[src/include/audgen_settings.svh]
/*
  Global constants for the audio tone generator.
  Include this file wherever sample, slot, divider, buffer or period sizes are needed.
*/

`ifndef AUDGEN_SETTINGS_SVH
`define AUDGEN_SETTINGS_SVH

// bits per audio sample, one channel
`define AUDGEN_SAMPLE_W 16

// bit slots per channel in one i2s frame
`define AUDGEN_SLOT_W 32

// mclk cycles per bit clock period
`define AUDGEN_SCLK_DIV 4

// sample buffer depth, in stereo samples
`define AUDGEN_FIFO_DEPTH 4

// width of the tone half-period counter
`define AUDGEN_PERIOD_W 8

`endif

[src/rtl/audgen_pkg.sv]
/*
  Shared packed types for the audio tone path.
  Import into module bodies, or use scoped names in port lists.
*/

`include "audgen_settings.svh"

package audgen_pkg;

  // one stereo sample, left in the upper half
  typedef struct packed {
    logic [`AUDGEN_SAMPLE_W-1:0] left;
    logic [`AUDGEN_SAMPLE_W-1:0] right;
  } stereo_sample_t;

  // tone setup, held stable while reset is active
  typedef struct packed {
    // samples per half cycle
    logic [`AUDGEN_PERIOD_W-1:0] half_period;
    // sample value in the high half
    logic [`AUDGEN_SAMPLE_W-1:0] amplitude;
  } tone_cfg_t;

  // serial audio pins
  typedef struct packed {
    logic sclk;
    logic lrck;
    logic dac;
  } i2s_out_t;

endpackage

[src/rtl/tone_osc.sv]
/*
  Square-wave tone source. Offers stereo samples on a valid/ready port.
  Level is low for half_period samples, then amplitude for half_period samples.
  The tone is not centered, so the low half carries zero.
*/

`timescale 1ns/1ps

`include "audgen_settings.svh"

module tone_osc (
  input  logic                       audgen_mclk,
  input  logic                       reset_n,
  input  audgen_pkg::tone_cfg_t      cfg,
  output audgen_pkg::stereo_sample_t push_data,
  output logic                       push_valid,
  input  logic                       push_ready
);

  // accepted samples within the current half cycle
  logic [`AUDGEN_PERIOD_W-1:0] half_cnt;
  // current wave level
  logic                        level;
  logic                        push_fire;
  logic                        half_done;

  assign push_fire = push_valid && push_ready;
  // last sample of this half cycle
  assign half_done = (half_cnt == cfg.half_period - 1'b1);

  ////////////////////
  // sample counter and level flag
  ////////////////////
  always_ff @(posedge audgen_mclk or negedge reset_n) begin
    if (!reset_n) begin
      half_cnt   <= '0;
      level      <= 1'b0;
      push_valid <= 1'b0;
    end else begin
      // source never runs dry once out of reset
      push_valid <= 1'b1;
      if (push_fire) begin
        if (half_done) begin
          half_cnt <= '0;
          level    <= ~level;
        end else begin
          half_cnt <= half_cnt + 1'b1;
        end
      end
    end
  end

  ////////////////////
  // sample value
  ////////////////////
  // only changes after a transfer, so it holds while stalled
  always_comb begin
    push_data.left  = level ? cfg.amplitude : '0;
    push_data.right = level ? cfg.amplitude : '0;
  end

endmodule

[src/rtl/sample_fifo.sv]
/*
  Small circular buffer for stereo samples.
  Writes take a valid/ready handshake. Reads show the oldest entry
  directly and are removed by a one-cycle pop.
*/

`timescale 1ns/1ps

module sample_fifo #(
  parameter int depth = 4
) (
  input  logic                       audgen_mclk,
  input  logic                       reset_n,
  input  audgen_pkg::stereo_sample_t push_data,
  input  logic                       push_valid,
  output logic                       push_ready,
  output audgen_pkg::stereo_sample_t pop_data,
  output logic                       pop_valid,
  input  logic                       pop
);

  import audgen_pkg::*;

  localparam int ptr_w = (depth > 1) ? $clog2(depth) : 1;
  localparam int cnt_w = $clog2(depth + 1);

  stereo_sample_t   mem [depth];
  logic [ptr_w-1:0] wr_ptr;
  logic [ptr_w-1:0] rd_ptr;
  // entries held
  logic [cnt_w-1:0] count;
  logic             push_fire;
  logic             pop_fire;

  // not full / not empty
  assign push_ready = (count != cnt_w'(depth));
  assign pop_valid  = (count != '0);
  assign push_fire  = push_valid && push_ready;
  // pop is ignored when empty
  assign pop_fire   = pop && pop_valid;

  // oldest entry, no read latency
  assign pop_data = mem[rd_ptr];

  // storage
  always_ff @(posedge audgen_mclk) begin
    if (push_fire) begin
      mem[wr_ptr] <= push_data;
    end
  end

  ////////////////////
  // pointers and occupancy
  ////////////////////
  always_ff @(posedge audgen_mclk or negedge reset_n) begin
    if (!reset_n) begin
      wr_ptr <= '0;
      rd_ptr <= '0;
      count  <= '0;
    end else begin
      if (push_fire) begin
        wr_ptr <= (wr_ptr == ptr_w'(depth - 1)) ? '0 : wr_ptr + 1'b1;
      end
      if (pop_fire) begin
        rd_ptr <= (rd_ptr == ptr_w'(depth - 1)) ? '0 : rd_ptr + 1'b1;
      end
      case ({push_fire, pop_fire})
        2'b10:   count <= count + 1'b1;
        2'b01:   count <= count - 1'b1;
        default: count <= count;
      endcase
    end
  end

endmodule

[src/rtl/i2s_serializer.sv]
/*
  I2S transmitter. Divides mclk down to the bit clock, pops one stereo
  sample per frame and shifts it out msb first after the one-slot delay.
  Waits for the first sample, then runs frames back to back.
*/

`timescale 1ns/1ps

`include "audgen_settings.svh"

module i2s_serializer (
  input  logic                       audgen_mclk,
  input  logic                       reset_n,
  input  audgen_pkg::stereo_sample_t pop_data,
  input  logic                       pop_valid,
  output logic                       pop,
  output audgen_pkg::i2s_out_t       i2s,
  output logic                       underrun
);

  localparam int div_w   = $clog2(`AUDGEN_SCLK_DIV);
  // bit slots in a stereo frame
  localparam int frame_w = 2 * `AUDGEN_SLOT_W;
  localparam int cnt_w   = $clog2(frame_w);
  // zero slots after the data bits of a channel
  localparam int pad_w   = `AUDGEN_SLOT_W - `AUDGEN_SAMPLE_W - 1;

  logic [div_w-1:0]   div;
  // slot within the frame, msb is the channel
  logic [cnt_w-1:0]   slot_cnt;
  logic               running;
  logic [frame_w-1:0] frame_sr;
  logic [frame_w-1:0] next_frame;
  logic               bit_end;
  logic               frame_end;
  logic               start;

  // last mclk of a bit period, next edge drops sclk
  assign bit_end   = running && (div == div_w'(`AUDGEN_SCLK_DIV - 1));
  assign frame_end = bit_end && (slot_cnt == cnt_w'(frame_w - 1));
  // first sample in the buffer
  assign start     = !running && pop_valid;
  assign pop       = start || (frame_end && pop_valid);

  // frame image, delay slot + data + zero pad per channel
  // silent frame on underrun
  always_comb begin
    next_frame = '0;
    if (pop_valid) begin
      next_frame = {1'b0, pop_data.left, {pad_w{1'b0}},
                    1'b0, pop_data.right, {pad_w{1'b0}}};
    end
  end

  ////////////////////
  // bit clock, slot counter and shifter
  ////////////////////
  always_ff @(posedge audgen_mclk or negedge reset_n) begin
    if (!reset_n) begin
      div      <= '0;
      slot_cnt <= '0;
      running  <= 1'b0;
      frame_sr <= '0;
      underrun <= 1'b0;
    end else begin
      if (running) begin
        div <= bit_end ? '0 : div + 1'b1;
      end
      if (bit_end) begin
        slot_cnt <= slot_cnt + 1'b1;
      end
      if (start) begin
        running  <= 1'b1;
        frame_sr <= next_frame;
      end else if (frame_end) begin
        frame_sr <= next_frame;
        // sticky until reset
        if (!pop_valid) begin
          underrun <= 1'b1;
        end
      end else if (bit_end) begin
        frame_sr <= frame_sr << 1;
      end
    end
  end

  // lrck and dac move together with the falling sclk
  always_comb begin
    i2s.sclk = div[div_w-1];
    i2s.lrck = slot_cnt[cnt_w-1];
    i2s.dac  = frame_sr[frame_w-1];
  end

endmodule

[src/rtl/audgen_top.sv]
/*
  Audio tone path top level.
  Tone source feeds the sample buffer, the I2S transmitter drains it.
  tone_cfg must be stable while reset_n is low.
*/

`timescale 1ns/1ps

`include "audgen_settings.svh"

module audgen_top (
  input  logic                  audgen_mclk,
  input  logic                  reset_n,
  input  audgen_pkg::tone_cfg_t tone_cfg,
  output audgen_pkg::i2s_out_t  i2s,
  output logic                  underrun
);

  import audgen_pkg::*;

  // source to buffer
  stereo_sample_t push_data;
  logic           push_valid;
  logic           push_ready;
  // buffer to transmitter
  stereo_sample_t pop_data;
  logic           pop_valid;
  logic           pop;

  tone_osc u_tone_osc (
    .audgen_mclk (audgen_mclk),
    .reset_n     (reset_n),
    .cfg         (tone_cfg),
    .push_data   (push_data),
    .push_valid  (push_valid),
    .push_ready  (push_ready)
  );

  sample_fifo #(
    .depth (`AUDGEN_FIFO_DEPTH)
  ) u_sample_fifo (
    .audgen_mclk (audgen_mclk),
    .reset_n     (reset_n),
    .push_data   (push_data),
    .push_valid  (push_valid),
    .push_ready  (push_ready),
    .pop_data    (pop_data),
    .pop_valid   (pop_valid),
    .pop         (pop)
  );

  i2s_serializer u_i2s_serializer (
    .audgen_mclk (audgen_mclk),
    .reset_n     (reset_n),
    .pop_data    (pop_data),
    .pop_valid   (pop_valid),
    .pop         (pop),
    .i2s         (i2s),
    .underrun    (underrun)
  );

endmodule

[config.mk]
export PLATFORM = sky130hd
export DESIGN_NAME = audgen_top
export DESIGN_NICKNAME = d
export VERILOG_FILES = /design/src/rtl/audgen_pkg.sv /design/src/rtl/tone_osc.sv /design/src/rtl/sample_fifo.sv /design/src/rtl/i2s_serializer.sv /design/src/rtl/audgen_top.sv
export VERILOG_INCLUDE_DIRS = /design/src /design/src/include
export SDC_FILE = /design/constraint.sdc
export NUM_CORES = 1
export LEC_CHECK = 0
export BUFFER_PORTS_ARGS = -buffer_cell sky130_fd_sc_hd__buf_4
export CORE_MARGIN = 4
export CORE_UTILIZATION = 55
export DETAILED_ROUTE_END_ITERATION = 16
export PLACE_DENSITY_LB_ADDON = 0.3
export SKIP_CTS_REPAIR_TIMING = 1
export SLEW_MARGIN = 20
export SYNTH_ARGS = -nofsm -noshare
export SYNTH_HDL_FRONTEND = slang
export SYNTH_SLANG_ARGS = --single-unit
[constraint.sdc]
create_clock -name audgen_mclk -period 2.2 [get_ports audgen_mclk]
set_input_delay 0.11 -clock audgen_mclk [delete_from_list [all_inputs] [get_ports audgen_mclk]]
set_output_delay 0.11 -clock audgen_mclk [all_outputs]
set_load 0.02 [all_outputs]
==> flow_summary_export.csv <==
group,metric,value,unit
finish,antenna_cells,0,
pwr,vdd_drop_max,0.000821,V
finish,fillers,724,
timing,fin_ws,-0.0899,ns
finish,areaGrowthSynthToFinish,20.4,%
yosys,synth_ff_type,"dfrtp_1",
timing,fmax,437,MHz
worst_setup_path,crit_required,2.65,ns
finish,seq_area,0.00382,sq mm
worst_setup_path,startpoint_type,"flip-flop",
route,via_count,3628,
worst_setup_path,worstSetupStartpoint,"u_i2s_serializer.slot_cnt[0]$_DFFE_PN0P_",
timing,rsz0062_at_grt,"true",
global_routing,grt-ovfl-total,0,
route,first_iter_violations,328,
global_routing,grt_pass1_vias,3637,
timing,finalSetupViolations,1,
timing,min_period,2.29,ns
worst_setup_path,path_class,"flip-flop to flip-flop",
timing,worst_pin_slew,0.686,ns
floorplanning,io_pins,30,
worst_setup_path,cp_cell_sequence,"ha_4, nand2_4, o31ai_4, o31ai_4, inv_1, ha_2, inv_2, fa_2, xor2_1, nor2_1, xor2_1",
worst_setup_path,ff2ff_path_depth,11,
worst_setup_path,cp_num_buf_inv,2,
timing,period_share,1.04,
global_routing,globalRouteMet1Util,0.255,
clock_network,root_buffer,"clkbuf_8",
yosys,ys_seq_elements,140,
pwr,pwr_density_cell,1170,mW/mm^2
worst_setup_path,reg2reg_to,"u_sample_fifo.count[2]$_DFFE_PN0P_",
yosys,synth_edf_count,64,
floorplanning,design.core.area,0.0105,sq mm
finish,num-nets-final,551,
global_routing,top_usage_layer,"met2",
finish,layout_common_cells,"76 x dfrtp_1, 64 x edfxtp_1, 43 x nand2_1, 41 x buf_4, 36 x o21ai_0",
pwr,p_total,8.46,mW
flow_run,drv_cap,0,
pwr,cellLeakagePower,2.94,nW
place,hpwl,6.75,mm
clock_network,cts_buffers,17,
yosys,netlist_area,0.00600,sq mm
floorplanning,start_util,0.574,
route,drc,0,
worst_setup_path,critical_path.max_stage_delay,0.40,ns
worst_setup_path,reg2reg_slack,-0.09,ns
route,vias_per_cell,5.47,
timing,slew_headroom,0.542,
clock_network,clk_latency,0.54,ns
yosys,synth_warnings,0,
worst_setup_path,path_depth,11,
finish,multiInputGateArea,0.00209,sq mm
clock_network,cts.clk_slew.worst_paths,0.06,ns
finish,layout-drive-gt1-share,0.199,
worst_setup_path,crit_arrival,2.74,ns
global_routing,grt_util_met3,0.0518,
yosys,async_flop_share,0.543,
place,portBuffers,29,
finish,final_common_cell,"dfrtp_1",
worst_setup_path,cp_slowest_cell,"dfrtp_1",
global_routing,grt_usage,0.186,
floorplanning,die_area,0.0126,sq mm
yosys,synth_cells,457,
clock_network,clock-sinks,140,
clock_network,htreeDepth,4,
worst_setup_path,cp-endpoint,"u_sample_fifo.count[2]$_DFFE_PN0P_",
worst_setup_path,worstReg2RegStart,"u_i2s_serializer.slot_cnt[0]$_DFFE_PN0P_",
route,ant_nets,0,
floorplanning,rows,37,
timing,finClkSkew,0.00800,ns
route,drt_pass1_iterations,4,
global_routing,antenna_found_initial,0,
timing,finalMaxSlewViolations,0,
route,drt-wirelength-per-cell,16.5,um
yosys,syn_nets,494,
yosys,avgSynthCellArea,13.1,sq um
clock_network,cts_tree,"done",
worst_setup_path,cp_max_fo,3,
place,place_congestion,0.813,
timing,hold_violations,0,
yosys,ys_seq_area_frac,0.637,
finish,fin_util,0.690,
yosys,synth_cell_types,40,
floorplanning,die_width,112,um
hold_path,hp-class,"input port to asynchronous set/reset pin",
floorplanning,die_h,112,um
global_routing,grtUsageMet2,0.274,
global_routing,grt_max_degree,80,
global_routing,grt_pass1_wl,18.1,mm
status,violations,"negative setup slack",
status,status,"complete, but fails checks",
worst_setup_path,cp-end-kind,"flip-flop",
route,wl,10.9,mm
worst_setup_path,crit_family,"adder cells",
clock_network,clockBufferDepth,2,
[routing by layer]
| metal | vias up | wire [um] |
|---|---|---|
| met3 | 20 | 359 |
| met1 | 1787 | 5180 |
| li1 | 1772 | - |
| met2 | 49 | 5170 |
| met4 | 0 | 237 |
| met5 | - | 0 |
[registers in the layout (all words and copies together) (netlist names)]
signal                     cells
u_tone_osc.level               1
u_sample_fifo.mem             64
u_i2s_serializer.div           2
u_tone_osc.push_valid          1
u_sample_fifo.count            3
u_i2s_serializer.running       1
u_tone_osc.half_cnt            8
u_sample_fifo.rd_ptr           2
u_i2s_serializer.underrun      1
u_i2s_serializer.slot_cnt      6
u_sample_fifo.wr_ptr           2
u_i2s_serializer.frame_sr     49
[metrics by stage]
step                      setup TNS (ns)  hold WS, ns  instance area, sq um  setup WS, ns  instances
after floorplan                        0       -0.186                  6030       0.00609        457
after global placement                 0       0.0923                  6480        0.0481        613
after detailed placement         -0.0703       0.0892                  6480       -0.0703        613
after CTS                        -0.0932       -0.495                  7020       -0.0932        645
after global routing              -0.208       0.0982                  7220        -0.208        663
final                            -0.0899       0.0646                  7220       -0.0899        663
[worst reg2reg max path, delay by kind of cell (launching register included)]
family	cells	cell delay (ns)
DFF	1	0.40
adders and majority gates	3	0.70
AOI/OAI and AO/OA	2	0.41
xor gates and xnor gates	2	0.32
and+or+nand+nor	2	0.21
buffers and inverters	2	0.15
[final cells by class]
cell class / instances / share of cell area
inverter: 12 / 0.00624
tap: 136 / 0.0236
timing repair buffer: 62 / 0.0773
multi-input combinational: 281 / 0.289
clock buffer: 22 / 0.0613
clock inverter: 10 / 0.0133
sequential: 140 / 0.529
[worst min-delay path by stage]
stage            start                                   endpoint  slack, ns
6_report       reset_n  u_i2s_serializer.frame_sr[26]$_DFFE_PN0P_       0.06
4_1_cts        reset_n  u_i2s_serializer.frame_sr[55]$_DFFE_PN0P_      -0.50
3_3_place_gp   reset_n  u_i2s_serializer.frame_sr[26]$_DFFE_PN0P_       0.09
3_5_place_dp   reset_n  u_i2s_serializer.frame_sr[27]$_DFFE_PN0P_       0.09
5_1_grt        reset_n  u_i2s_serializer.frame_sr[56]$_DFFE_PN0P_        0.1
2_1_floorplan  reset_n        u_i2s_serializer.div[0]$_DFFE_PN0P_      -0.19
[cell usage after synthesis, types with 7 or more instances]
| master | instances | share of area |
|---|---|---|
| a21oi_1 | 35 | 0.029 |
| a22o_1 | 22 | 0.032 |
| and2_1 | 18 | 0.019 |
| and3_1 | 9 | 0.0094 |
| clkbuf_1 | 17 | 0.011 |
| dfrtp_1 | 76 | 0.32 |
| edfxtp_1 | 64 | 0.32 |
| ha_1 | 10 | 0.021 |
| inv_1 | 11 | 0.0069 |
| mux4_2 | 16 | 0.060 |
| nand2_1 | 45 | 0.028 |
| nand3_1 | 7 | 0.0058 |
| nor2_1 | 7 | 0.0044 |
| nor2b_1 | 20 | 0.021 |
| nor3_1 | 8 | 0.0067 |
| o21ai_0 | 36 | 0.030 |
| o21ai_1 | 7 | 0.0058 |
| xnor2_1 | 10 | 0.015 |
| xor2_1 | 7 | 0.010 |
[where the power goes]
| part | switching [mW] | internal [mW] |
|---|---|---|
| registers | 0.471 | 3.52 |
| logic | 0.940 | 0.953 |
| clock network | 1.05 | 1.53 |
| total | 2.47 | 6.00 |
[kinds of logic (layout without fill, tap and decap cells)]
kind of cell | after synthesis | after routing | synth area share
simple gates | 120 | 120 | 0.104
fa+ha+maj | 11 | 11 | 0.0242
xor+xnor | 17 | 17 | 0.0248
other cells | 1 | 1 | 0.000625
mux | 22 | 22 | 0.0707
flops | 140 | 140 | 0.637
buf+inv | 36 | 106 | 0.0252
compound gates | 110 | 110 | 0.113
No activity file was read; power rests on OpenSTA's default activity.
